**config.mk**
```make
export PLATFORM = sky130hd
export DESIGN_NAME = rv_execute
export DESIGN_NICKNAME = d
export VERILOG_FILES = /design/src/hw/rv_pkg.sv /design/src/hw/rv_execute.sv
export SDC_FILE = /design/constraint.sdc
export NUM_CORES = 1
export LEC_CHECK = 0
export ABC_AREA = 0
export BUFFER_PORTS_ARGS = -buffer_cell sky130_fd_sc_hd__buf_4
export CORE_MARGIN = 4
export CORE_UTILIZATION = 54
export CTS_CLUSTER_DIAMETER = 50
export CTS_CLUSTER_SIZE = 10
export DETAILED_ROUTE_END_ITERATION = 7
export GPL_TIMING_DRIVEN = 0
export PLACE_DENSITY = 0.8
export SYNTH_ARGS = -nofsm -noshare
export SYNTH_HDL_FRONTEND = slang
export SYNTH_SLANG_ARGS = --single-unit
```
**constraint.sdc**
```tcl
create_clock -name clk -period 5.9 [get_ports clk]
set_input_delay 0.885 -clock clk [delete_from_list [all_inputs] [get_ports clk]]
set_output_delay 0.885 -clock clk [all_outputs]
set_load 0.03 [all_outputs]
```
**src/test/program.hex**
```
// one instruction word per line, hex, then byte address and mnemonic
// x31 holds the uart address, x3 holds the 0xEE marker in the control section
00020FB7 // 000 lui   x31, 0x20
020F8F93 // 004 addi  x31, x31, 32
06400093 // 008 addi  x1, x0, 100
02500113 // 00C addi  x2, x0, 37
002081B3 // 010 add   x3, x1, x2
003F8023 // 014 sb    x3, 0(x31)
40208233 // 018 sub   x4, x1, x2
004F8023 // 01C sb    x4, 0(x31)
0020F2B3 // 020 and   x5, x1, x2
005F8023 // 024 sb    x5, 0(x31)
0020E333 // 028 or    x6, x1, x2
006F8023 // 02C sb    x6, 0(x31)
0020C3B3 // 030 xor   x7, x1, x2
007F8023 // 034 sb    x7, 0(x31)
FFB00413 // 038 addi  x8, x0, -5
001424B3 // 03C slt   x9, x8, x1
00143533 // 040 sltu  x10, x8, x1
009F8023 // 044 sb    x9, 0(x31)
00AF8023 // 048 sb    x10, 0(x31)
0FF0C613 // 04C xori  x12, x1, 255
00CF8023 // 050 sb    x12, 0(x31)
05016693 // 054 ori   x13, x2, 0x50
00DF8023 // 058 sb    x13, 0(x31)
00F0F713 // 05C andi  x14, x1, 15
FFC42793 // 060 slti  x15, x8, -4
0650B813 // 064 sltiu x16, x1, 101
00479893 // 068 slli  x17, x15, 4
00581913 // 06C slli  x18, x16, 5
0128E8B3 // 070 or    x17, x17, x18
00E8E8B3 // 074 or    x17, x17, x14
011F8023 // 078 sb    x17, 0(x31)
B2E00993 // 07C addi  x19, x0, -1234
00399A13 // 080 slli  x20, x19, 3
014F8023 // 084 sb    x20, 0(x31)
01C9DA93 // 088 srli  x21, x19, 28
015F8023 // 08C sb    x21, 0(x31)
41C9DB13 // 090 srai  x22, x19, 28
016F8023 // 094 sb    x22, 0(x31)
00200B93 // 098 addi  x23, x0, 2
01711C33 // 09C sll   x24, x2, x23
018F8023 // 0A0 sb    x24, 0(x31)
4179DCB3 // 0A4 sra   x25, x19, x23
019F8023 // 0A8 sb    x25, 0(x31)
ABCDED37 // 0AC lui   x26, 0xABCDE
00CD5D13 // 0B0 srli  x26, x26, 12
01AF8023 // 0B4 sb    x26, 0(x31)
00000D97 // 0B8 auipc x27, 0
01BF8023 // 0BC sb    x27, 0(x31)
8081FE37 // 0C0 lui   x28, 0x8081F
2A3E0E13 // 0C4 addi  x28, x28, 0x2A3
11C02023 // 0C8 sw    x28, 256(x0)
10000E83 // 0CC lb    x29, 256(x0)
004EDF13 // 0D0 srli  x30, x29, 4
01EF8023 // 0D4 sb    x30, 0(x31)
10004E83 // 0D8 lbu   x29, 256(x0)
004EDF13 // 0DC srli  x30, x29, 4
01EF8023 // 0E0 sb    x30, 0(x31)
10100E83 // 0E4 lb    x29, 257(x0)
004EDF13 // 0E8 srli  x30, x29, 4
01EF8023 // 0EC sb    x30, 0(x31)
10104E83 // 0F0 lbu   x29, 257(x0)
004EDF13 // 0F4 srli  x30, x29, 4
01EF8023 // 0F8 sb    x30, 0(x31)
10200E83 // 0FC lb    x29, 258(x0)
004EDF13 // 100 srli  x30, x29, 4
01EF8023 // 104 sb    x30, 0(x31)
10204E83 // 108 lbu   x29, 258(x0)
004EDF13 // 10C srli  x30, x29, 4
01EF8023 // 110 sb    x30, 0(x31)
10300E83 // 114 lb    x29, 259(x0)
004EDF13 // 118 srli  x30, x29, 4
01EF8023 // 11C sb    x30, 0(x31)
10304E83 // 120 lbu   x29, 259(x0)
004EDF13 // 124 srli  x30, x29, 4
01EF8023 // 128 sb    x30, 0(x31)
10001E83 // 12C lh    x29, 256(x0)
00CEDF13 // 130 srli  x30, x29, 12
01EF8023 // 134 sb    x30, 0(x31)
10005E83 // 138 lhu   x29, 256(x0)
00CEDF13 // 13C srli  x30, x29, 12
01EF8023 // 140 sb    x30, 0(x31)
10201E83 // 144 lh    x29, 258(x0)
00CEDF13 // 148 srli  x30, x29, 12
01EF8023 // 14C sb    x30, 0(x31)
10205E83 // 150 lhu   x29, 258(x0)
00CEDF13 // 154 srli  x30, x29, 12
01EF8023 // 158 sb    x30, 0(x31)
10002E83 // 15C lw    x29, 256(x0)
010EDF13 // 160 srli  x30, x29, 16
01EF8023 // 164 sb    x30, 0(x31)
00500093 // 168 addi  x1, x0, 5
00500113 // 16C addi  x2, x0, 5
0EE00193 // 170 addi  x3, x0, 0xEE
00208463 // 174 beq   x1, x2, +8
003F8023 // 178 sb    x3, 0(x31)
00809463 // 17C bne   x1, x8, +8
003F8023 // 180 sb    x3, 0(x31)
00144463 // 184 blt   x8, x1, +8
003F8023 // 188 sb    x3, 0(x31)
0080D463 // 18C bge   x1, x8, +8
003F8023 // 190 sb    x3, 0(x31)
0080E463 // 194 bltu  x1, x8, +8
003F8023 // 198 sb    x3, 0(x31)
00147463 // 19C bgeu  x8, x1, +8
003F8023 // 1A0 sb    x3, 0(x31)
0080006F // 1A4 jal   x0, +8
003F8023 // 1A8 sb    x3, 0(x31)
00300213 // 1AC addi  x4, x0, 3
004F8023 // 1B0 sb    x4, 0(x31)
FFF20213 // 1B4 addi  x4, x4, -1
FE021CE3 // 1B8 bne   x4, x0, -8
00C002EF // 1BC jal   x5, +12
006F8023 // 1C0 sb    x6, 0(x31)
0100006F // 1C4 jal   x0, +16
01028313 // 1C8 addi  x6, x5, 16
00028067 // 1CC jalr  x0, 0(x5)
003F8023 // 1D0 sb    x3, 0(x31)
00A00393 // 1D4 addi  x7, x0, 10
007F8023 // 1D8 sb    x7, 0(x31)
0000006F // 1DC jal   x0, 0

```
**src/hw/rv_pkg.sv**
```systemverilog
`default_nettype none

package rv_pkg;

    localparam int XLEN       = 32;
    localparam int REG_ADDR_W = 5;
    localparam int IMEM_WORDS = 256;
    localparam int DMEM_WORDS = 256;
    localparam int IMEM_AW    = $clog2(IMEM_WORDS);
    localparam int DMEM_AW    = $clog2(DMEM_WORDS);

    localparam PROGRAM_FILE = "/design/src/test/program.hex";
    localparam logic [XLEN-1:0] UART_TX_ADDR = 32'h0002_0020;

    // rv32i major opcodes
    localparam logic [6:0]
        OPC_LUI    = 7'b0110111, OPC_AUIPC = 7'b0010111, OPC_JAL   = 7'b1101111,
        OPC_JALR   = 7'b1100111, OPC_BRANCH = 7'b1100011, OPC_LOAD = 7'b0000011,
        OPC_STORE  = 7'b0100011, OPC_OP_IMM = 7'b0010011, OPC_OP   = 7'b0110011;

    // internal operation codes, one per instruction
    localparam logic [5:0]
        OP_NOP  = 6'd0,  OP_LUI  = 6'd1,  OP_AUIPC = 6'd2,  OP_JAL   = 6'd3,
        OP_JALR = 6'd4,  OP_BEQ  = 6'd5,  OP_BNE   = 6'd6,  OP_BLT   = 6'd7,
        OP_BGE  = 6'd8,  OP_BLTU = 6'd9,  OP_BGEU  = 6'd10, OP_LB    = 6'd11,
        OP_LH   = 6'd12, OP_LW   = 6'd13, OP_LBU   = 6'd14, OP_LHU   = 6'd15,
        OP_SB   = 6'd16, OP_SH   = 6'd17, OP_SW    = 6'd18, OP_ADDI  = 6'd19,
        OP_SLTI = 6'd20, OP_SLTIU = 6'd21, OP_XORI = 6'd22, OP_ORI   = 6'd23,
        OP_ANDI = 6'd24, OP_SLLI = 6'd25, OP_SRLI  = 6'd26, OP_SRAI  = 6'd27,
        OP_ADD  = 6'd28, OP_SUB  = 6'd29, OP_SLL   = 6'd30, OP_SLT   = 6'd31,
        OP_SLTU = 6'd32, OP_XOR  = 6'd33, OP_SRL   = 6'd34, OP_SRA   = 6'd35,
        OP_OR   = 6'd36, OP_AND  = 6'd37;

    typedef union packed {
        struct packed {
            logic [6:0] funct7;
            logic [4:0] rs2;
            logic [4:0] rs1;
            logic [2:0] funct3;
            logic [4:0] rd;
            logic [6:0] opcode;
        } r_fmt;
        struct packed {
            logic [11:0] imm;
            logic [4:0]  rs1;
            logic [2:0]  funct3;
            logic [4:0]  rd;
            logic [6:0]  opcode;
        } i_fmt;
        struct packed {
            logic [6:0] imm_hi;
            logic [4:0] rs2;
            logic [4:0] rs1;
            logic [2:0] funct3;
            logic [4:0] imm_lo;
            logic [6:0] opcode;
        } s_fmt;
        struct packed {
            logic       imm12;
            logic [5:0] imm10_5;
            logic [4:0] rs2;
            logic [4:0] rs1;
            logic [2:0] funct3;
            logic [3:0] imm4_1;
            logic       imm11;
            logic [6:0] opcode;
        } b_fmt;
        struct packed {
            logic [19:0] imm;
            logic [4:0]  rd;
            logic [6:0]  opcode;
        } u_fmt;
        struct packed {
            logic       imm20;
            logic [9:0] imm10_1;
            logic       imm11;
            logic [7:0] imm19_12;
            logic [4:0] rd;
            logic [6:0] opcode;
        } j_fmt;
    } inst_t;

    typedef struct packed {
        logic [XLEN-1:0] pc;
        inst_t           inst;
        logic            valid;
    } if_de_t;

    typedef struct packed {
        logic                  valid;
        logic [5:0]            op;
        logic [XLEN-1:0]       a;
        logic [XLEN-1:0]       b;
        logic [XLEN-1:0]       imm;
        logic [REG_ADDR_W-1:0] rs1;
        logic [REG_ADDR_W-1:0] rs2;
        logic [REG_ADDR_W-1:0] rd;
        logic [XLEN-1:0]       pc;
    } de_ex_t;

    typedef struct packed {
        logic                  wb_en;
        logic                  is_load;
        logic [REG_ADDR_W-1:0] rd;
        logic [XLEN-1:0]       result;
        logic [DMEM_AW-1:0]    word_addr;
        logic [3:0]            byte_mask;
        logic                  load_signed;
        logic                  store_en;
        logic [XLEN-1:0]       store_data;
    } ex_mem_t;

    typedef struct packed {
        logic                  wb_en;
        logic [REG_ADDR_W-1:0] rd;
        logic [XLEN-1:0]       data;
    } wb_t;

endpackage

`default_nettype wire
```
**src/hw/rv_execute.sv**
```systemverilog
`timescale 1ns/1ps
`default_nettype none

module rv_execute import rv_pkg::*; (
    input  wire             clk,
    input  wire             reset,
    input  wire de_ex_t     i_de_ex,
    input  wire wb_t        i_wb,
    output ex_mem_t         o_ex_mem,
    output logic            o_jump,
    output logic [XLEN-1:0] o_jump_addr,
    output logic            o_uart_en,
    output logic [7:0]      o_uart_data
);

    logic [5:0]      op;
    logic [XLEN-1:0] opa;
    logic [XLEN-1:0] opb;
    logic [XLEN-1:0] opb_alu;
    logic [XLEN-1:0] addr;
    logic [XLEN-1:0] result;
    logic [XLEN-1:0] store_data;
    logic [3:0]      mask;
    logic            take;
    logic            writes;
    logic            is_load;
    logic            is_store;
    logic            uart_hit;
    ex_mem_t         ex_next;

    // a load still in memory cannot be forwarded, its data shows up on write-back
    function automatic logic [XLEN-1:0] fwd(input logic [REG_ADDR_W-1:0] rs,
                                            input logic [XLEN-1:0] val,
                                            input ex_mem_t mem, input wb_t wb);
        if (mem.wb_en && !mem.is_load && mem.rd == rs) return mem.result;
        if (wb.wb_en && wb.rd == rs) return wb.data;
        return val;
    endfunction

    assign op      = i_de_ex.valid ? i_de_ex.op : OP_NOP;
    assign opa     = fwd(i_de_ex.rs1, i_de_ex.a, o_ex_mem, i_wb);
    assign opb     = fwd(i_de_ex.rs2, i_de_ex.b, o_ex_mem, i_wb);
    assign opb_alu = (op inside {OP_ADDI, OP_SLTI, OP_SLTIU, OP_XORI, OP_ORI, OP_ANDI,
                                 OP_SLLI, OP_SRLI, OP_SRAI}) ? i_de_ex.imm : opb;
    assign addr    = opa + i_de_ex.imm;

    always_comb begin
        result = '0;
        take   = 1'b0;
        case (op)
            OP_ADD, OP_ADDI:   result = opa + opb_alu;
            OP_SUB:            result = opa - opb;
            OP_AND, OP_ANDI:   result = opa & opb_alu;
            OP_OR, OP_ORI:     result = opa | opb_alu;
            OP_XOR, OP_XORI:   result = opa ^ opb_alu;
            OP_SLL, OP_SLLI:   result = opa << opb_alu[4:0];
            OP_SRL, OP_SRLI:   result = opa >> opb_alu[4:0];
            OP_SRA, OP_SRAI:   result = $signed(opa) >>> opb_alu[4:0];
            OP_SLT, OP_SLTI:   result = XLEN'($signed(opa) < $signed(opb_alu));
            OP_SLTU, OP_SLTIU: result = XLEN'(opa < opb_alu);
            OP_LUI:            result = i_de_ex.imm;
            OP_AUIPC:          result = i_de_ex.pc + i_de_ex.imm;
            OP_JAL, OP_JALR: begin
                result = i_de_ex.pc + 32'd4; // link
                take   = 1'b1;
            end
            OP_BEQ:  take = (opa == opb);
            OP_BNE:  take = (opa != opb);
            OP_BLT:  take = ($signed(opa) < $signed(opb));
            OP_BGE:  take = ($signed(opa) >= $signed(opb));
            OP_BLTU: take = (opa < opb);
            OP_BGEU: take = (opa >= opb);
            default: result = '0;
        endcase
    end

    assign o_jump      = take;
    assign o_jump_addr = (op == OP_JALR) ? {addr[XLEN-1:1], 1'b0} : i_de_ex.pc + i_de_ex.imm;

    // lanes replicated so the mask alone picks the bytes written
    always_comb begin
        case (op)
            OP_LB, OP_LBU, OP_SB: begin
                mask       = 4'b0001 << addr[1:0];
                store_data = {4{opb[7:0]}};
            end
            OP_LH, OP_LHU, OP_SH: begin
                mask       = 4'b0011 << {addr[1], 1'b0};
                store_data = {2{opb[15:0]}};
            end
            default: begin
                mask       = 4'b1111;
                store_data = opb;
            end
        endcase
    end

    assign is_load  = op inside {OP_LB, OP_LH, OP_LW, OP_LBU, OP_LHU};
    assign is_store = op inside {OP_SB, OP_SH, OP_SW};
    assign uart_hit = (op == OP_SB) && (addr == UART_TX_ADDR);
    assign writes   = !(is_store || op inside {OP_NOP, OP_BEQ, OP_BNE, OP_BLT, OP_BGE,
                                              OP_BLTU, OP_BGEU});

    assign ex_next = '{
        wb_en:       writes && i_de_ex.rd != '0,
        is_load:     is_load,
        rd:          i_de_ex.rd,
        result:      is_load ? addr : result,
        word_addr:   addr[DMEM_AW+1:2],
        byte_mask:   mask,
        load_signed: op inside {OP_LB, OP_LH},
        store_en:    is_store && !uart_hit, // uart byte stays out of data memory
        store_data:  store_data
    };

    always_ff @(posedge clk) begin
        if (reset) begin
            o_ex_mem.wb_en    <= 1'b0;
            o_ex_mem.is_load  <= 1'b0;
            o_ex_mem.store_en <= 1'b0;
            o_uart_en         <= 1'b0;
        end else begin
            o_ex_mem  <= ex_next;
            o_uart_en <= uart_hit;
        end
        o_uart_data <= opb[7:0];
    end

endmodule

`default_nettype wire

```
==> results of run 1 <==
==> per-layer routing <==
metal | GRT overflow | global-route usage, %
met1 | 0 | 73.4
met2 | 1 | 86.5
met3 | 0 | 61.4
met4 | 1 | 66.5
met5 | 0 | 37.7
==> metrics by stage <==
stage / TNS (ns) / std cells / utilization [%] / worst slack, ns / hold WS [ns]
after global placement: -75.70 / 3644 / 63.0 / -2.23 / 0.768
after floorplan: 0 / 2863 / - / 0.00523 / 0.764
after CTS: -0.0691 / 3724 / 68.2 / -0.0691 / 0.691
after detailed placement: -77.23 / 3654 / 63.6 / -2.23 / 0.800
==> repair_timing <==
item	in CTS
setup endpoints to repair	59
endpoints found under the hold margin	0
cloned	1
setup buffers	61
pin swaps	45
resized for setup	209
==> cell families after synthesis <==
family                     after synthesis
AOI/OAI and AO/OA                     1069
xor gates and xnor gates               138
adders and majority gates              196
buffers and inverters                  325
DFF                                     94
muxes                                  109
and+or+nand+nor                        932
==> results.cfg, run 1 <==
[status]
status = stopped before the end
firstError = [ERROR GRT-0232] Routing congestion too high. Check the congestion heatmap in the GUI.
haltStage = global routing

[die]
ioPinCount = 317
start_util_pct = 55.0
die_w_um = 202
die_h_um = 202
num_rows = 70

[synth]
synth.largest_area_cell = edfxtp_1
synth_enable_flop_cells = 82
synth_most_common_cell = o21ai_0
yosysWarnings = 0
synth_cells = 2863
synthArstFlopShare_pct = 0
synth_compound_area_share_pct = 34.5
synth_xor_area_share_pct = 5.97
netlist_area_um2 = 20200
synthTopCellsByCount = o21ai_0 (309), nand2_1 (298), a21oi_1 (210)
synth_fa_ha_area_share_pct = 12.3
syn_avg_cell_area_um2 = 7.07
yosys.area.top_type_share_pct = 12.2
muxShareOfSynthArea_pct = 5.56
ys_seq_area_share_pct = 13.4
ys_top_cells_by_area = edfxtp_1 (12%), ha_1 (12%), o21ai_0 (7.6%)
synth_ff_type = edfxtp_1
synthDistinctLibCells = 104
synth_top_family_by_area = compound AO/OA/AOI/OAI gates
synthesis.nets = 3249
yosys.area_share.simple_pct = 22.0
ys_ff_latch = 94

[clock_network]
cts_max_path_buffers = 2
hold_buffers = 0
cts-buffers-inserted = 9
cts_root_buf = clkbuf_16
cts_sinks = 94
htree_num_levels = 3

[placement]
dpl-instance-area_um2 = 23400
port_buffers = 313
place_congestion = 1.31
dp_hpwl_um = 98500

[grt]
grt_start_max_net_pins = 50
globalRouteOverflowTotal = 2
antenna_found_initial = 23
grt_use_total_pct = 72.6

[sta]
worstEndpointGrtRepair = o_jump
worst-ep-kind = output port
==> run 2: changes to the inputs <==
- CORE_UTILIZATION: 54 -> 40
- CTS_CLUSTER_DIAMETER: 50 -> unset
- CTS_CLUSTER_SIZE: 10 -> unset
- PLACE_DENSITY: 0.8 -> unset
- PLACE_DENSITY_LB_ADDON: unset -> 0.15
- clock period: 5.9 -> 7.7 ns (I/O delays scaled with it)
==> run 2 against run 1 <==
The flow now finishes, with violations (DRC, capacitance limit, slew limit, setup timing). Synthesized cell count is the same. Synthesized area is the same.
==> results.cfg, run 2 <==
[pwr]
p_seq_share_pct = 17.9
netSwitchingFraction_pct = 55.4
cellLeakagePower_nw = 10.3
clockPowerShare_pct = 13.2
combPwrFrac_pct = 68.9
peakVddDrop_mv = 0.124
pwr_density_cell_nw_per_um2 = 146
power_mw = 3.56
p_int_mw = 1.59
power.switching_mw = 1.97

[detailed_routing]
met2WireLength_um = 54600
firstDrtPassIters = 8
met1Wirelength_um = 50300
vias = 28000
viasPerCell = 7.17
routed_wl_um = 139000
wire_per_inst_um = 35.8
maxUsedRoutingLayer = met5
wl_met3_um = 21600
drt_iter0_drc = 4960
antenna_left = 0
drc_errors = 4

[worst_setup_path]
slowest_stage = a211oi_1
cp_data_arrival_time_ns = 7.79
cp-end-kind = flip-flop
reg2reg_setup_slack_ns = 0.34
crit_chain = buf_4 -> xnor2_1 -> nand4_1 -> or2_1 -> buf_2 -> a31o_2 -> inv_1 -> a21oi_2 -> inv_2 -> clkbuf_1 -> buf_2 -> ha_1 -> o21a_1 -> o211ai_1 -> nand4_1 -> o21ai_0 -> a211oi_1 -> a31o_2 -> a31oi_1 -> xnor2_1 -> a211oi_1 -> nand3_1
criticalPathCategory = primary input to flip-flop
critical-path-max-stage-delay_ns = 0.62
critPathLaunchType = primary input
cp_max_fo = 10
critPathRequiredTime_ns = 7.72
cp_num_buf_inv = 6
cp_top_family = compound AO/OA/AOI/OAI gates

[synth]
synthArstFlopShare_pct = 0
synth_enable_flop_cells = 82
ys_seq_area_share_pct = 13.4
yosysWarnings = 0
muxShareOfSynthArea_pct = 5.56
synth_xor_area_share_pct = 5.97
synth_ff_type = edfxtp_1
synthDistinctLibCells = 104
synth_top_family_by_area = compound AO/OA/AOI/OAI gates
ys_top_cells_by_area = edfxtp_1 (12%), ha_1 (12%), o21ai_0 (7.6%)
yosys.area.top_type_share_pct = 12.2
syn_avg_cell_area_um2 = 7.07
synth_compound_area_share_pct = 34.5
synth_cells = 2863
ys_ff_latch = 94
synth_fa_ha_area_share_pct = 12.3
synth_most_common_cell = o21ai_0
synth.largest_area_cell = edfxtp_1
synthesis.nets = 3249
netlist_area_um2 = 20200
synthTopCellsByCount = o21ai_0 (309), nand2_1 (298), a21oi_1 (210)
yosys.area_share.simple_pct = 22.0

[grt]
grt_use_total_pct = 48.6
grt_pass1_wl_um = 190000
globalRouteOverflowTotal = 0
grt_start_max_net_pins = 43
antenna_found_initial = 11
grt_pass1_vias = 25400

[die]
die_w_um = 233
core_um2 = 50100
ioPinCount = 317
start_util_pct = 40.4
num_rows = 82
dieArea_um2 = 54200
die_h_um = 233

[finish]
finish.utilization_pct = 48.9
final_common_cell = buf_4
top_register = o_ex_mem
finish.instance_area_um2 = 24500
largest_register_ffs = 85
fin_cells = 3898
layout_common_cells = buf_4 (329), o21ai_0 (299), nand2_1 (298), a21oi_1 (206), ha_1 (192)
finalNetCount = 3604
reg_top3 = o_ex_mem x85, o_uart_data x8, o_uart_en x1
syn2layout_area_growth_pct = 20.9
nFillCells = 5087
drive_gt1_share_pct = 16.5

[clock_network]
cts-buffers-inserted = 9
clk_latency_ns = 0.41
htree_num_levels = 3
cts_max_path_buffers = 2
cts_tree = yes
cts_root_buf = clkbuf_16
path_clk_slew_ns = 0.08
cts_sinks = 94

[placement]
place_congestion = 1.17
dpl_worst_slack_ns = -1.38
port_buffers = 313
dpl-instance-area_um2 = 23900
dp_hpwl_um = 115000
post-place-cells = 3870

[sta]
max_freq_mhz = 129
fin_crit_ns = 7.76
relSlewSlack_pct = -1.46
setup_tns_ns = -0.151
finalCritPeriodShare_pct = 101
hold_violations = 0
setup_viol = 3
clock_skew_ns = 0.0480
setup_ws_ns = -0.0617
slew_viol_final = 4
tightestPinTransition_ns = 1.51
whs_ns = 0.815

[status]
failed_checks = DRC, capacitance limit, slew limit, setup timing
status = finished, violations left

[worst_hold_path]
min_path_type = flip-flop to flip-flop

[run]
max_cap_viol_count = 1
run 2: cell counts after synthesis:
Identical to the previous run, type by type.
run 2: path summary, 6_finish.rpt:
path,cells past startpoint,to,from
max reg2reg,21,o_ex_mem[77],o_ex_mem[79]
max,22,o_ex_mem[77],i_de_ex[38]
min,2,o_uart_data[7],o_ex_mem[53]
min reg2reg,2,o_uart_data[7],o_ex_mem[53]
run 2: layout make-up:
class / count / area, um^2 / area share [%]
diodes: 3 / 7.51 / 0.0307
plain buffers: 170 / 724 / 2.96
clock buffers: 9 / 225 / 0.921
clock inverters: 7 / 48.8 / 0.199
inverters: 151 / 572 / 2.34
multi-input cells: 2444 / 16600 / 68.0
flip-flops and latches: 94 / 2700 / 11.0
well taps: 672 / 841 / 3.44
repair buffers: 348 / 2710 / 11.1
run 2: worst reg2reg max path, cell delays in order (launching register included):
cell	delay, ns
edfxtp_1	0.45
xnor2_1	0.20
nand4_1	0.34
or2_1	0.34
buf_2	0.16
a31o_2	0.27
inv_1	0.42
a21oi_2	0.32
inv_2	0.27
clkbuf_1	0.61
buf_2	0.56
ha_1	0.28
o21a_1	0.19
o211ai_1	0.14
nand4_1	0.18
o21ai_0	0.25
a211oi_1	0.62
a31o_2	0.30
a31oi_1	0.12
xnor2_1	0.16
a211oi_1	0.48
nand3_1	0.36
run 2: logic make-up after synthesis:
| logic type | count (synthesis) |
|---|---|
| AO/OA/AOI/OAI | 1069 |
| AND/OR/NAND/NOR | 932 |
| buffers and inverters | 325 |
| adder cells (fa/ha/maj) | 196 |
| XOR/XNOR | 138 |
| multiplexers | 109 |
| flip-flops | 94 |
run 2: what timing repair did:
action | 4_1_cts | 5_1_grt
pin swaps | 0 | 7
cloned | 0 | 0
gates resized for setup | 35 | 32
hold buffers | 0 | 0
setup buffers | 0 | 13
setup endpoints to repair | 20 | 23
run 2: power groups by stage:
stage | clock network (mW) | logic [mW] | registers (mW)
2_1_floorplan | 0 | 1.27 | 0.715
3_5_place_dp | 0 | 2.28 | 0.647
5_1_grt | 0.485 | 2.51 | 0.639
6_report | 0.471 | 2.45 | 0.637
3_3_place_gp | 0 | 2.24 | 0.647
4_1_cts | 0.464 | 2.30 | 0.635
run 2: routing by layer:
metal | GRT usage (%) | vias to the layer above
met5 | 0 | -
met4 | 34.4 | 9
met3 | 18.8 | 627
met2 | 69.3 | 2609
met1 | 59.7 | 13200
li1 | - | 11500
No activity file was read; power rests on OpenSTA's default activity.
