[src/test/program.hex]
// one instruction word per line, hex, then byte address and mnemonic
// x31 holds the uart address, x3 holds the 0xEE marker in the control section
00020FB7 // 000 lui   x31, 0x20
020F8F93 // 004 addi  x31, x31, 32
06400093 // 008 addi  x1, x0, 100
02500113 // 00C addi  x2, x0, 37
002081B3 // 010 add   x3, x1, x2
003F8023 // 014 sb    x3, 0(x31)
40208233 // 018 sub   x4, x1, x2
004F8023 // 01C sb    x4, 0(x31)
0020F2B3 // 020 and   x5, x1, x2
005F8023 // 024 sb    x5, 0(x31)
0020E333 // 028 or    x6, x1, x2
006F8023 // 02C sb    x6, 0(x31)
0020C3B3 // 030 xor   x7, x1, x2
007F8023 // 034 sb    x7, 0(x31)
FFB00413 // 038 addi  x8, x0, -5
001424B3 // 03C slt   x9, x8, x1
00143533 // 040 sltu  x10, x8, x1
009F8023 // 044 sb    x9, 0(x31)
00AF8023 // 048 sb    x10, 0(x31)
0FF0C613 // 04C xori  x12, x1, 255
00CF8023 // 050 sb    x12, 0(x31)
05016693 // 054 ori   x13, x2, 0x50
00DF8023 // 058 sb    x13, 0(x31)
00F0F713 // 05C andi  x14, x1, 15
FFC42793 // 060 slti  x15, x8, -4
0650B813 // 064 sltiu x16, x1, 101
00479893 // 068 slli  x17, x15, 4
00581913 // 06C slli  x18, x16, 5
0128E8B3 // 070 or    x17, x17, x18
00E8E8B3 // 074 or    x17, x17, x14
011F8023 // 078 sb    x17, 0(x31)
B2E00993 // 07C addi  x19, x0, -1234
00399A13 // 080 slli  x20, x19, 3
014F8023 // 084 sb    x20, 0(x31)
01C9DA93 // 088 srli  x21, x19, 28
015F8023 // 08C sb    x21, 0(x31)
41C9DB13 // 090 srai  x22, x19, 28
016F8023 // 094 sb    x22, 0(x31)
00200B93 // 098 addi  x23, x0, 2
01711C33 // 09C sll   x24, x2, x23
018F8023 // 0A0 sb    x24, 0(x31)
4179DCB3 // 0A4 sra   x25, x19, x23
019F8023 // 0A8 sb    x25, 0(x31)
ABCDED37 // 0AC lui   x26, 0xABCDE
00CD5D13 // 0B0 srli  x26, x26, 12
01AF8023 // 0B4 sb    x26, 0(x31)
00000D97 // 0B8 auipc x27, 0
01BF8023 // 0BC sb    x27, 0(x31)
8081FE37 // 0C0 lui   x28, 0x8081F
2A3E0E13 // 0C4 addi  x28, x28, 0x2A3
11C02023 // 0C8 sw    x28, 256(x0)
10000E83 // 0CC lb    x29, 256(x0)
004EDF13 // 0D0 srli  x30, x29, 4
01EF8023 // 0D4 sb    x30, 0(x31)
10004E83 // 0D8 lbu   x29, 256(x0)
004EDF13 // 0DC srli  x30, x29, 4
01EF8023 // 0E0 sb    x30, 0(x31)
10100E83 // 0E4 lb    x29, 257(x0)
004EDF13 // 0E8 srli  x30, x29, 4
01EF8023 // 0EC sb    x30, 0(x31)
10104E83 // 0F0 lbu   x29, 257(x0)
004EDF13 // 0F4 srli  x30, x29, 4
01EF8023 // 0F8 sb    x30, 0(x31)
10200E83 // 0FC lb    x29, 258(x0)
004EDF13 // 100 srli  x30, x29, 4
01EF8023 // 104 sb    x30, 0(x31)
10204E83 // 108 lbu   x29, 258(x0)
004EDF13 // 10C srli  x30, x29, 4
01EF8023 // 110 sb    x30, 0(x31)
10300E83 // 114 lb    x29, 259(x0)
004EDF13 // 118 srli  x30, x29, 4
01EF8023 // 11C sb    x30, 0(x31)
10304E83 // 120 lbu   x29, 259(x0)
004EDF13 // 124 srli  x30, x29, 4
01EF8023 // 128 sb    x30, 0(x31)
10001E83 // 12C lh    x29, 256(x0)
00CEDF13 // 130 srli  x30, x29, 12
01EF8023 // 134 sb    x30, 0(x31)
10005E83 // 138 lhu   x29, 256(x0)
00CEDF13 // 13C srli  x30, x29, 12
01EF8023 // 140 sb    x30, 0(x31)
10201E83 // 144 lh    x29, 258(x0)
00CEDF13 // 148 srli  x30, x29, 12
01EF8023 // 14C sb    x30, 0(x31)
10205E83 // 150 lhu   x29, 258(x0)
00CEDF13 // 154 srli  x30, x29, 12
01EF8023 // 158 sb    x30, 0(x31)
10002E83 // 15C lw    x29, 256(x0)
010EDF13 // 160 srli  x30, x29, 16
01EF8023 // 164 sb    x30, 0(x31)
00500093 // 168 addi  x1, x0, 5
00500113 // 16C addi  x2, x0, 5
0EE00193 // 170 addi  x3, x0, 0xEE
00208463 // 174 beq   x1, x2, +8
003F8023 // 178 sb    x3, 0(x31)
00809463 // 17C bne   x1, x8, +8
003F8023 // 180 sb    x3, 0(x31)
00144463 // 184 blt   x8, x1, +8
003F8023 // 188 sb    x3, 0(x31)
0080D463 // 18C bge   x1, x8, +8
003F8023 // 190 sb    x3, 0(x31)
0080E463 // 194 bltu  x1, x8, +8
003F8023 // 198 sb    x3, 0(x31)
00147463 // 19C bgeu  x8, x1, +8
003F8023 // 1A0 sb    x3, 0(x31)
0080006F // 1A4 jal   x0, +8
003F8023 // 1A8 sb    x3, 0(x31)
00300213 // 1AC addi  x4, x0, 3
004F8023 // 1B0 sb    x4, 0(x31)
FFF20213 // 1B4 addi  x4, x4, -1
FE021CE3 // 1B8 bne   x4, x0, -8
00C002EF // 1BC jal   x5, +12
006F8023 // 1C0 sb    x6, 0(x31)
0100006F // 1C4 jal   x0, +16
01028313 // 1C8 addi  x6, x5, 16
00028067 // 1CC jalr  x0, 0(x5)
003F8023 // 1D0 sb    x3, 0(x31)
00A00393 // 1D4 addi  x7, x0, 10
007F8023 // 1D8 sb    x7, 0(x31)
0000006F // 1DC jal   x0, 0

[src/hw/rv_pkg.sv]
`default_nettype none

package rv_pkg;

    localparam int XLEN       = 32;
    localparam int REG_ADDR_W = 5;
    localparam int IMEM_WORDS = 256;
    localparam int DMEM_WORDS = 256;
    localparam int IMEM_AW    = $clog2(IMEM_WORDS);
    localparam int DMEM_AW    = $clog2(DMEM_WORDS);

    localparam PROGRAM_FILE = "/design/src/test/program.hex";
    localparam logic [XLEN-1:0] UART_TX_ADDR = 32'h0002_0020;

    // rv32i major opcodes
    localparam logic [6:0]
        OPC_LUI    = 7'b0110111, OPC_AUIPC = 7'b0010111, OPC_JAL   = 7'b1101111,
        OPC_JALR   = 7'b1100111, OPC_BRANCH = 7'b1100011, OPC_LOAD = 7'b0000011,
        OPC_STORE  = 7'b0100011, OPC_OP_IMM = 7'b0010011, OPC_OP   = 7'b0110011;

    // internal operation codes, one per instruction
    localparam logic [5:0]
        OP_NOP  = 6'd0,  OP_LUI  = 6'd1,  OP_AUIPC = 6'd2,  OP_JAL   = 6'd3,
        OP_JALR = 6'd4,  OP_BEQ  = 6'd5,  OP_BNE   = 6'd6,  OP_BLT   = 6'd7,
        OP_BGE  = 6'd8,  OP_BLTU = 6'd9,  OP_BGEU  = 6'd10, OP_LB    = 6'd11,
        OP_LH   = 6'd12, OP_LW   = 6'd13, OP_LBU   = 6'd14, OP_LHU   = 6'd15,
        OP_SB   = 6'd16, OP_SH   = 6'd17, OP_SW    = 6'd18, OP_ADDI  = 6'd19,
        OP_SLTI = 6'd20, OP_SLTIU = 6'd21, OP_XORI = 6'd22, OP_ORI   = 6'd23,
        OP_ANDI = 6'd24, OP_SLLI = 6'd25, OP_SRLI  = 6'd26, OP_SRAI  = 6'd27,
        OP_ADD  = 6'd28, OP_SUB  = 6'd29, OP_SLL   = 6'd30, OP_SLT   = 6'd31,
        OP_SLTU = 6'd32, OP_XOR  = 6'd33, OP_SRL   = 6'd34, OP_SRA   = 6'd35,
        OP_OR   = 6'd36, OP_AND  = 6'd37;

    typedef union packed {
        struct packed {
            logic [6:0] funct7;
            logic [4:0] rs2;
            logic [4:0] rs1;
            logic [2:0] funct3;
            logic [4:0] rd;
            logic [6:0] opcode;
        } r_fmt;
        struct packed {
            logic [11:0] imm;
            logic [4:0]  rs1;
            logic [2:0]  funct3;
            logic [4:0]  rd;
            logic [6:0]  opcode;
        } i_fmt;
        struct packed {
            logic [6:0] imm_hi;
            logic [4:0] rs2;
            logic [4:0] rs1;
            logic [2:0] funct3;
            logic [4:0] imm_lo;
            logic [6:0] opcode;
        } s_fmt;
        struct packed {
            logic       imm12;
            logic [5:0] imm10_5;
            logic [4:0] rs2;
            logic [4:0] rs1;
            logic [2:0] funct3;
            logic [3:0] imm4_1;
            logic       imm11;
            logic [6:0] opcode;
        } b_fmt;
        struct packed {
            logic [19:0] imm;
            logic [4:0]  rd;
            logic [6:0]  opcode;
        } u_fmt;
        struct packed {
            logic       imm20;
            logic [9:0] imm10_1;
            logic       imm11;
            logic [7:0] imm19_12;
            logic [4:0] rd;
            logic [6:0] opcode;
        } j_fmt;
    } inst_t;

    typedef struct packed {
        logic [XLEN-1:0] pc;
        inst_t           inst;
        logic            valid;
    } if_de_t;

    typedef struct packed {
        logic                  valid;
        logic [5:0]            op;
        logic [XLEN-1:0]       a;
        logic [XLEN-1:0]       b;
        logic [XLEN-1:0]       imm;
        logic [REG_ADDR_W-1:0] rs1;
        logic [REG_ADDR_W-1:0] rs2;
        logic [REG_ADDR_W-1:0] rd;
        logic [XLEN-1:0]       pc;
    } de_ex_t;

    typedef struct packed {
        logic                  wb_en;
        logic                  is_load;
        logic [REG_ADDR_W-1:0] rd;
        logic [XLEN-1:0]       result;
        logic [DMEM_AW-1:0]    word_addr;
        logic [3:0]            byte_mask;
        logic                  load_signed;
        logic                  store_en;
        logic [XLEN-1:0]       store_data;
    } ex_mem_t;

    typedef struct packed {
        logic                  wb_en;
        logic [REG_ADDR_W-1:0] rd;
        logic [XLEN-1:0]       data;
    } wb_t;

endpackage

`default_nettype wire
[src/hw/rv_decode.sv]
`timescale 1ns/1ps
`default_nettype none

module rv_decode import rv_pkg::*; (
    input  wire         clk,
    input  wire         reset,
    input  wire if_de_t i_if_de,
    input  wire         i_jump,
    input  wire wb_t    i_wb,
    output de_ex_t      o_de_ex,
    output logic        o_stall
);

    logic [XLEN-1:0]       regs [1:31]; // x0 is not stored
    inst_t                 inst;
    logic [6:0]            opc;
    logic [2:0]            f3;
    logic [6:0]            f7;
    logic [REG_ADDR_W-1:0] rs1;
    logic [REG_ADDR_W-1:0] rs2;
    logic [5:0]            op;
    logic [XLEN-1:0]       imm;
    logic [XLEN-1:0]       rs1_val;
    logic [XLEN-1:0]       rs2_val;
    logic                  ex_load;
    de_ex_t                de_next;

    assign inst = i_if_de.inst;
    assign opc  = inst.r_fmt.opcode;
    assign f3   = inst.r_fmt.funct3;
    assign f7   = inst.r_fmt.funct7;
    assign rs1  = inst.r_fmt.rs1;
    assign rs2  = inst.r_fmt.rs2;

    always_comb begin
        op = OP_NOP; // fence, system and unknown opcodes
        case (opc)
            OPC_LUI:    op = OP_LUI;
            OPC_AUIPC:  op = OP_AUIPC;
            OPC_JAL:    op = OP_JAL;
            OPC_JALR:   op = (f3 == 3'b000) ? OP_JALR : OP_NOP;
            OPC_BRANCH: case (f3)
                3'b000:  op = OP_BEQ;
                3'b001:  op = OP_BNE;
                3'b100:  op = OP_BLT;
                3'b101:  op = OP_BGE;
                3'b110:  op = OP_BLTU;
                3'b111:  op = OP_BGEU;
                default: op = OP_NOP;
            endcase
            OPC_LOAD: case (f3)
                3'b000:  op = OP_LB;
                3'b001:  op = OP_LH;
                3'b010:  op = OP_LW;
                3'b100:  op = OP_LBU;
                3'b101:  op = OP_LHU;
                default: op = OP_NOP;
            endcase
            OPC_STORE: case (f3)
                3'b000:  op = OP_SB;
                3'b001:  op = OP_SH;
                3'b010:  op = OP_SW;
                default: op = OP_NOP;
            endcase
            OPC_OP_IMM: case (f3)
                3'b000:  op = OP_ADDI;
                3'b001:  op = OP_SLLI;
                3'b010:  op = OP_SLTI;
                3'b011:  op = OP_SLTIU;
                3'b100:  op = OP_XORI;
                3'b101:  op = f7[5] ? OP_SRAI : OP_SRLI;
                3'b110:  op = OP_ORI;
                default: op = OP_ANDI;
            endcase
            OPC_OP: if (!f7[0]) begin // funct7 bit 0 marks the m extension
                case (f3)
                    3'b000:  op = f7[5] ? OP_SUB : OP_ADD;
                    3'b001:  op = OP_SLL;
                    3'b010:  op = OP_SLT;
                    3'b011:  op = OP_SLTU;
                    3'b100:  op = OP_XOR;
                    3'b101:  op = f7[5] ? OP_SRA : OP_SRL;
                    3'b110:  op = OP_OR;
                    default: op = OP_AND;
                endcase
            end
            default: op = OP_NOP;
        endcase
    end

    always_comb begin
        case (opc)
            OPC_LUI, OPC_AUIPC: imm = {inst.u_fmt.imm, 12'h000};
            OPC_JAL: imm = {{11{inst.j_fmt.imm20}}, inst.j_fmt.imm20, inst.j_fmt.imm19_12,
                            inst.j_fmt.imm11, inst.j_fmt.imm10_1, 1'b0};
            OPC_BRANCH: imm = {{19{inst.b_fmt.imm12}}, inst.b_fmt.imm12, inst.b_fmt.imm11,
                               inst.b_fmt.imm10_5, inst.b_fmt.imm4_1, 1'b0};
            OPC_STORE: imm = {{20{inst.s_fmt.imm_hi[6]}}, inst.s_fmt.imm_hi, inst.s_fmt.imm_lo};
            default: imm = {{20{inst.i_fmt.imm[11]}}, inst.i_fmt.imm};
        endcase
    end

    // register read with write-through from write-back
    always_comb begin
        rs1_val = (rs1 == '0) ? '0 : regs[rs1];
        rs2_val = (rs2 == '0) ? '0 : regs[rs2];
        if (i_wb.wb_en && i_wb.rd == rs1 && rs1 != '0) rs1_val = i_wb.data;
        if (i_wb.wb_en && i_wb.rd == rs2 && rs2 != '0) rs2_val = i_wb.data;
    end

    always_ff @(posedge clk) begin
        if (i_wb.wb_en && i_wb.rd != '0) begin
            regs[i_wb.rd] <= i_wb.data;
        end
    end

    assign ex_load = o_de_ex.valid && (o_de_ex.op inside {OP_LB, OP_LH, OP_LW, OP_LBU, OP_LHU});
    assign o_stall = i_if_de.valid && ex_load && o_de_ex.rd != '0
                     && (o_de_ex.rd == rs1 || o_de_ex.rd == rs2);

    assign de_next = '{
        valid: i_if_de.valid,
        op:    op,
        a:     rs1_val,
        b:     rs2_val,
        imm:   imm,
        rs1:   rs1,
        rs2:   rs2,
        rd:    inst.r_fmt.rd,
        pc:    i_if_de.pc
    };

    always_ff @(posedge clk) begin
        if (reset || i_jump || o_stall) begin
            o_de_ex.valid <= 1'b0; // bubble
        end else begin
            o_de_ex <= de_next;
        end
    end

endmodule

`default_nettype wire

[config.mk]
export PLATFORM = sky130hd
export DESIGN_NAME = rv_decode
export DESIGN_NICKNAME = d
export VERILOG_FILES = /design/src/hw/rv_pkg.sv /design/src/hw/rv_decode.sv
export SDC_FILE = /design/constraint.sdc
export NUM_CORES = 1
export LEC_CHECK = 0
export BUFFER_PORTS_ARGS = -buffer_cell sky130_fd_sc_hd__buf_2
export CORE_AREA = 5 5 348 350
export DETAILED_ROUTE_END_ITERATION = 6
export DIE_AREA = 0 0 353 355
export MAX_ROUTING_LAYER = met4
export SLEW_MARGIN = 20
export SYNTH_ARGS = -nofsm -noshare
export SYNTH_HDL_FRONTEND = slang
export SYNTH_SLANG_ARGS = --single-unit
[constraint.sdc]
create_clock -name clk -period 8.5 [get_ports clk]
set_input_delay 0.425 -clock clk [delete_from_list [all_inputs] [get_ports clk]]
set_output_delay 0.425 -clock clk [all_outputs]
set_load 0.05 [all_outputs]
==> impl_metrics.toml, run 1 <==
[clocking]
cts_setup_buffers = 0
clock-sinks = 1142
htree_levels = 3
numCtsBuffers = 116
root_buffer = "clkbuf_16"
clk_path_buf_depth = 3
cts_tree = "yes"
clock_latency_ns = 0.71
cts.reportedPaths.clkPinSlew_ns = 0.06

[power]
max-vdd-ir-drop_v = 0.000191
p_int_mw = 9.64
sequentialPowerShare = 0.501
p_comb_frac = 0.098
clockPowerShare = 0.401
power_leakage_nw = 19.7
pwr_density_cell_nw_per_um2 = 213
sw_frac_of_total = 0.241
switching_power_mw = 3.07
power.total_mw = 12.7

[drt]
route.detailed.drc = 0
via_per_inst = 6.73
vias = 32900
wire_per_inst_um = 35.0
ant_nets = 0
wl_um = 171000
drt_iter0_drc = 4877
first_pass_iters = 5

[layout]
fin_nets = 3354
layout-drive-gt1-share = 0.285
final_common_cell = "edfxtp_1"
final_cell_mix = "1141 x edfxtp_1, 369 x mux4_2, 250 x buf_2, 238 x mux2i_1, 123 x a22oi_1"
area_growth_pct = 13.9
layoutNonFillerInstCount = 4891

[yosys]
synth_nets = 3088
synthAdderAreaFrac = 0.000191
synthesis.area_um2 = 52400
synth-xor-area-share = 0.00351
synth.avg_cell_area_um2 = 17.6
synth_compound_area_frac = 0.0772
synth-seq-area-share = 0.654
synth_mux_area_frac = 0.209
synth_edf_count = 1141
synth_top_family_by_area = "multiplexers"
synthCells = 2982
synth_ff_type = "edfxtp_1"
yosysWarnings = 0
synth.distinct_cells = 65
yosys.area_share.simple = 0.0324
ys_ff_latch = 1142
async_flop_share = 0

[sta]
min_period_over_period = 0.407
fmax_mhz = 289
rsz0062_at_grt = "no"
fin_worst_skew_ns = 0.0261
fin_setup_tns_ns = 0
layout_setup_ws_ns = 5.04
timing.hold.ws_ns = 0.0434
worst_pin_slew_ns = 1.08
final.min_clock_period_ns = 3.46
setup_violations = 0
relSlewSlack = 0.283
hold_violations = 0
slew_viol_final = 0

[critical_path]
critPathKind = "primary input to register"
reg2reg_setup_slack_ns = 5.54
end_kind = "register"
r2r-end = "o_de_ex[13]"
worst-endpoint-arrival_ns = 3.91
cp.required_ns = 8.95
cp_common_cell = "buf_4"
r2r-start = "o_de_ex[33]"
path_cells = "buf_8, buf_4, buf_4, mux4_2, mux2_2, a21oi_1, o21ai_1"
start_kind = "primary input"
reg2reg_depth = 6
crit_path_max_fanout = 75
crit_path_top_delay_cell = "buf_4"
slowest_delay_ns = 0.89

[place]
dp_hpwl_um = 99800
placedCellCount = 4622
port_buffers = 256
gp_congestion = 0.859
pre_cts_ws_ns = 4.38

[grt]
grt_overflow = 0
grtUsageTotal = 0.275
grt_pass1_vias = 32900
grt_pass1_wl_um = 243000
antenna_found_initial = 12
grt_max_degree = 109

[hold_path]
min_path_type = "primary input to register"
worstHoldEndpoint = "o_de_ex[72]"
min_from = "i_if_de[26]"
min_path_cells = 2

[die]
initial_utilization = 0.446
placementRows = 126
die_h_um = 355
pin_count = 257
core_area_um2 = 117000
die_width_um = 353
dieArea_um2 = 125000

[outcome]
outcome = "finished, final reports clean"

[job]
drv_cap = 0
## Yosys cell counts, types with 4 or more instances
master,number,area [µm²]
buf_1,19,71.3
o21ai_0,19,95.1
o2111ai_1,9,78.8
nor3_1,41,205
mux2_2,23,259
o21ai_1,36,180
buf_2,50,250
o211a_1,5,50.1
o221ai_1,19,166
nand2b_1,9,56.3
o22ai_1,36,225
mux2i_1,238,2380
a22oi_1,123,923
a21o_1,22,165
nand3_1,24,120
a211oi_1,52,390
a2111oi_0,9,78.8
a211o_1,22,193
buf_6,19,214
nand4_1,4,25.0
a22o_1,9,78.8
edfxtp_1,1141,34300
nor2b_1,24,150
mux4_2,369,8310
a31oi_1,9,56.3
clkbuf_1,122,458
a21oi_1,114,571
nor2_1,131,492
nor4_1,9,56.3
or4_1,4,30.0
a221oi_1,17,149
and3_1,4,25.0
a21boi_0,8,60.1
xnor2_1,13,114
inv_1,10,37.5
a221o_1,32,320
nand2_1,87,327
and2_1,12,75.1
o22a_1,8,70.1
or2_2,6,37.5
buf_4,27,203
o211ai_1,12,90.1
xor2_1,8,70.1
## logic make-up (layout without fill, tap and decap cells)
| logic type | Yosys count | in the layout |
|---|---|---|
| compound gates | 573 | 573 |
| xor+xnor | 21 | 21 |
| fa+ha+maj | 1 | 1 |
| buf+inv | 248 | 615 |
| flops | 1142 | 1142 |
| mux | 630 | 630 |
| other cells | 0 | 6 |
| simple gates | 367 | 367 |
## worst max path at each step
stage,start,to,slack [ns],cells past startpoint
after floorplan,i_if_de[21],o_de_ex[0],2.84,9
after global placement,i_if_de[17],o_de_ex[116],4.39,8
after detailed placement,i_if_de[17],o_de_ex[131],4.38,8
after CTS,i_if_de[17],o_de_ex[119],5.14,8
after global routing,i_if_de[16],o_de_ex[141],4.90,8
final,i_if_de[17],o_de_ex[116],5.04,7
## registers in the layout (all words and copies together) (netlist names)
name,cells
regs,992
o_de_ex,150
## metal layers
layer | vias up | GRT usage | part of all wire
met2 | 2172 | 0.437 | 0.48
li1 | 13100 | - | -
met4 | 0 | 0.0928 | 0.035
met3 | 339 | 0.0478 | 0.10
met5 | - | - | 0
met1 | 17300 | 0.366 | 0.39
## power by group through the flow
stage          Combinational [mW]  Clock (mW)  Sequential, mW
4_1_cts                      1.23        5.16            6.37
5_1_grt                      1.30        5.39            6.38
3_5_place_dp                 1.21           0            6.49
6_report                     1.24        5.10            6.37
3_3_place_gp                 1.20           0            6.48
2_1_floorplan               0.633           0            6.63
## critical path, delay by kind of cell
kind	cells	cell delay, ns
compound gates	2	0.38
buf+inv	3	2.12
mux	2	0.74
## area by class of cell
cell class,count,area [µm²]
diodes,6,15.0
fillers,9428,57700
clock inverters,80,687
inverters,11,41.3
well taps,1536,1920
repair buffers,385,2470
clock buffers,139,3070
flip-flops and latches,1142,34300
multi-input cells,1592,17200
## stage by stage
step                      area [µm²]   util
after CTS                      59700  0.508
after floorplan                52400      -
final                          59700  0.508
after detailed placement       55500  0.472
after global routing           59700  0.508
after global placement         55500  0.472
## repair_timing
action / in CTS / in global routing
hold endpoints to repair: 48 / 0
hold buffers: 43 / 0
resized for setup: 0 / 0
No activity file was read; power rests on OpenSTA's default activity.
==> run 2: changes to the inputs <==
==> constraint.sdc (replaced) <==
create_clock -name clk -period 3.5 [get_ports clk]
set_input_delay 0.175 -clock clk [delete_from_list [all_inputs] [get_ports clk]]
set_output_delay 0.175 -clock clk [all_outputs]
set_load 0.05 [all_outputs]
==> run 2 against run 1 <==
  * Total power up 140%
  * Sequential power rose by 140%
  * Combinational power rose to 2.5 times the previous value
  * First-iteration DRC count down 11%
  * Sequential share of layout area fell by 1.2 points
  * Hold slack got worse by 0.033 ns
  * Routed wire length is 3.1% higher
  * Clock power rose by 140%
  * Critical path depth fell by 1
  * Critical path type is now register to primary output
  * Largest cell class unchanged
==> impl_metrics.toml, run 2 (synthesis results as in run 1) <==
[sta]
slew_viol_final = 0
relSlewSlack = 0.240
setup_violations = 0
fin_setup_tns_ns = 0
layout_setup_ws_ns = 0.802
rsz0062_at_grt = "no"
min_period_over_period = 0.771
final.min_clock_period_ns = 2.70
timing.hold.ws_ns = 0.0101
worst_pin_slew_ns = 1.11
hold_violations = 0
fin_worst_skew_ns = 0.0280
fmax_mhz = 371

[layout]
layout-drive-gt1-share = 0.299
fin_util = 0.519
top_regs = "regs: 992 flops, o_de_ex: 150 flops"
area_growth_pct = 16.3
regArea_um2 = 34300
final_common_cell = "edfxtp_1"
fin_nets = 3485
final_cell_mix = "1141 x edfxtp_1, 369 x mux4_2, 250 x buf_2, 238 x mux2i_1, 152 x buf_4"
fill_cells = 9358
multi_input_area_um2 = 17200
regMostFlops = "regs"
largest_register_ffs = 992

[die]
die_width_um = 353
dieArea_um2 = 125000
pin_count = 257
core_area_um2 = 117000
die_h_um = 355
placementRows = 126
initial_utilization = 0.446

[clocking]
numCtsBuffers = 118
clock_latency_ns = 0.72
root_buffer = "clkbuf_16"
clock-sinks = 1142
cts.reportedPaths.clkPinSlew_ns = 0.06
htree_levels = 3
clk_path_buf_depth = 3
cts_tree = "yes"
cts_setup_buffers = 0

[outcome]
outcome = "finished, final reports clean"

[drt]
ant_nets = 0
first_pass_iters = 5
via_per_inst = 6.68
route.detailed.drc = 0
wire_per_inst_um = 35.2
wl_um = 177000
vias = 33500
drt_iter0_drc = 4357

[place]
pre_cts_ws_ns = 0.583
dp_hpwl_um = 107000
port_buffers = 256
gp_congestion = 0.895

[grt]
antenna_found_initial = 7
grt_pass1_vias = 33800
grt_pass1_wl_um = 250000
grtUsageTotal = 0.284
grt_overflow = 0
grt_max_degree = 116

[critical_path]
crit_path_top_delay_cell = "edfxtp_1"
slowest_delay_ns = 0.52
crit_start = "o_de_ex[34]"
start_kind = "register"
worst-endpoint-arrival_ns = 2.52
r2r-start = "o_de_ex[34]"
path_cells = "xnor2_1, nand3_1, nor3_1, o21ai_1, inv_1, buf_2"
end_kind = "primary output"
critPathKind = "register to primary output"
cp.required_ns = 3.32
crit_path_max_fanout = 4

[hold_path]
min_path_type = "primary input to register"
min_from = "i_if_de[16]"

[job]
drv_cap = 0

[power]
pwr_density_cell_nw_per_um2 = 508
power_leakage_nw = 20.4
max-vdd-ir-drop_v = 0.000405
[run 2: area by class of cell]
cell class,count,area share
Clock buffer,148,0.0513
Tap cell,1536,0.0315
Multi-Input combinational cell,1592,0.282
Timing Repair Buffer,514,0.0616
Inverter,11,0.000678
Antenna cell,2,0.0000821
Sequential cell,1142,0.563
Clock inverter,69,0.00990
[run 2: final timing paths]
check                       to  slack (ns)  cells after the start
setup / recovery       o_stall        0.80                      6
setup reg to reg  o_de_ex[127]        0.93                      6
hold / removal     o_de_ex[42]        0.01                      1
hold reg to reg   o_de_ex[137]        0.90                      4
[run 2: what timing repair did]
item | in CTS | in global routing
setup endpoints to repair | 0 | 0
resized for setup | 0 | 0
hold buffers | 86 | 0
endpoints found under the hold margin | 971 | 0
[run 2: stage by stage]
stage | area (µm²) | std cells | power (mW)
2_1_floorplan | 52400 | 2982 | 17.6
3_3_place_gp | 56300 | 4709 | 18.8
3_5_place_dp | 56300 | 4709 | 18.8
4_1_cts | 60900 | 5012 | 31.1
5_1_grt | 60900 | 5014 | 31.8
6_report | 60900 | 5014 | 30.9
[run 2: critical path, delay by kind of cell (launching register included)]
kind | cells | cell delay [ns]
flops | 1 | 0.52
buf+inv | 2 | 0.33
xor+xnor | 1 | 0.45
compound gates | 1 | 0.14
simple gates | 2 | 0.36
[run 2: power by group]
| part | switching [mW] | internal, mW |
|---|---|---|
| combinational | 2.04 | 1.12 |
| sequential | 0.123 | 15.3 |
| clock | 5.28 | 7.02 |
| total | 7.44 | 23.5 |
[run 2: per-layer routing]
layer / global-route usage / up-vias / part of all wire
met5: - / - / 0
met3: 0.0534 / 431 / 0.10
met1: 0.370 / 17400 / 0.38
met2: 0.448 / 2270 / 0.47
met4: 0.111 / 0 / 0.046
li1: - / 13400 / -
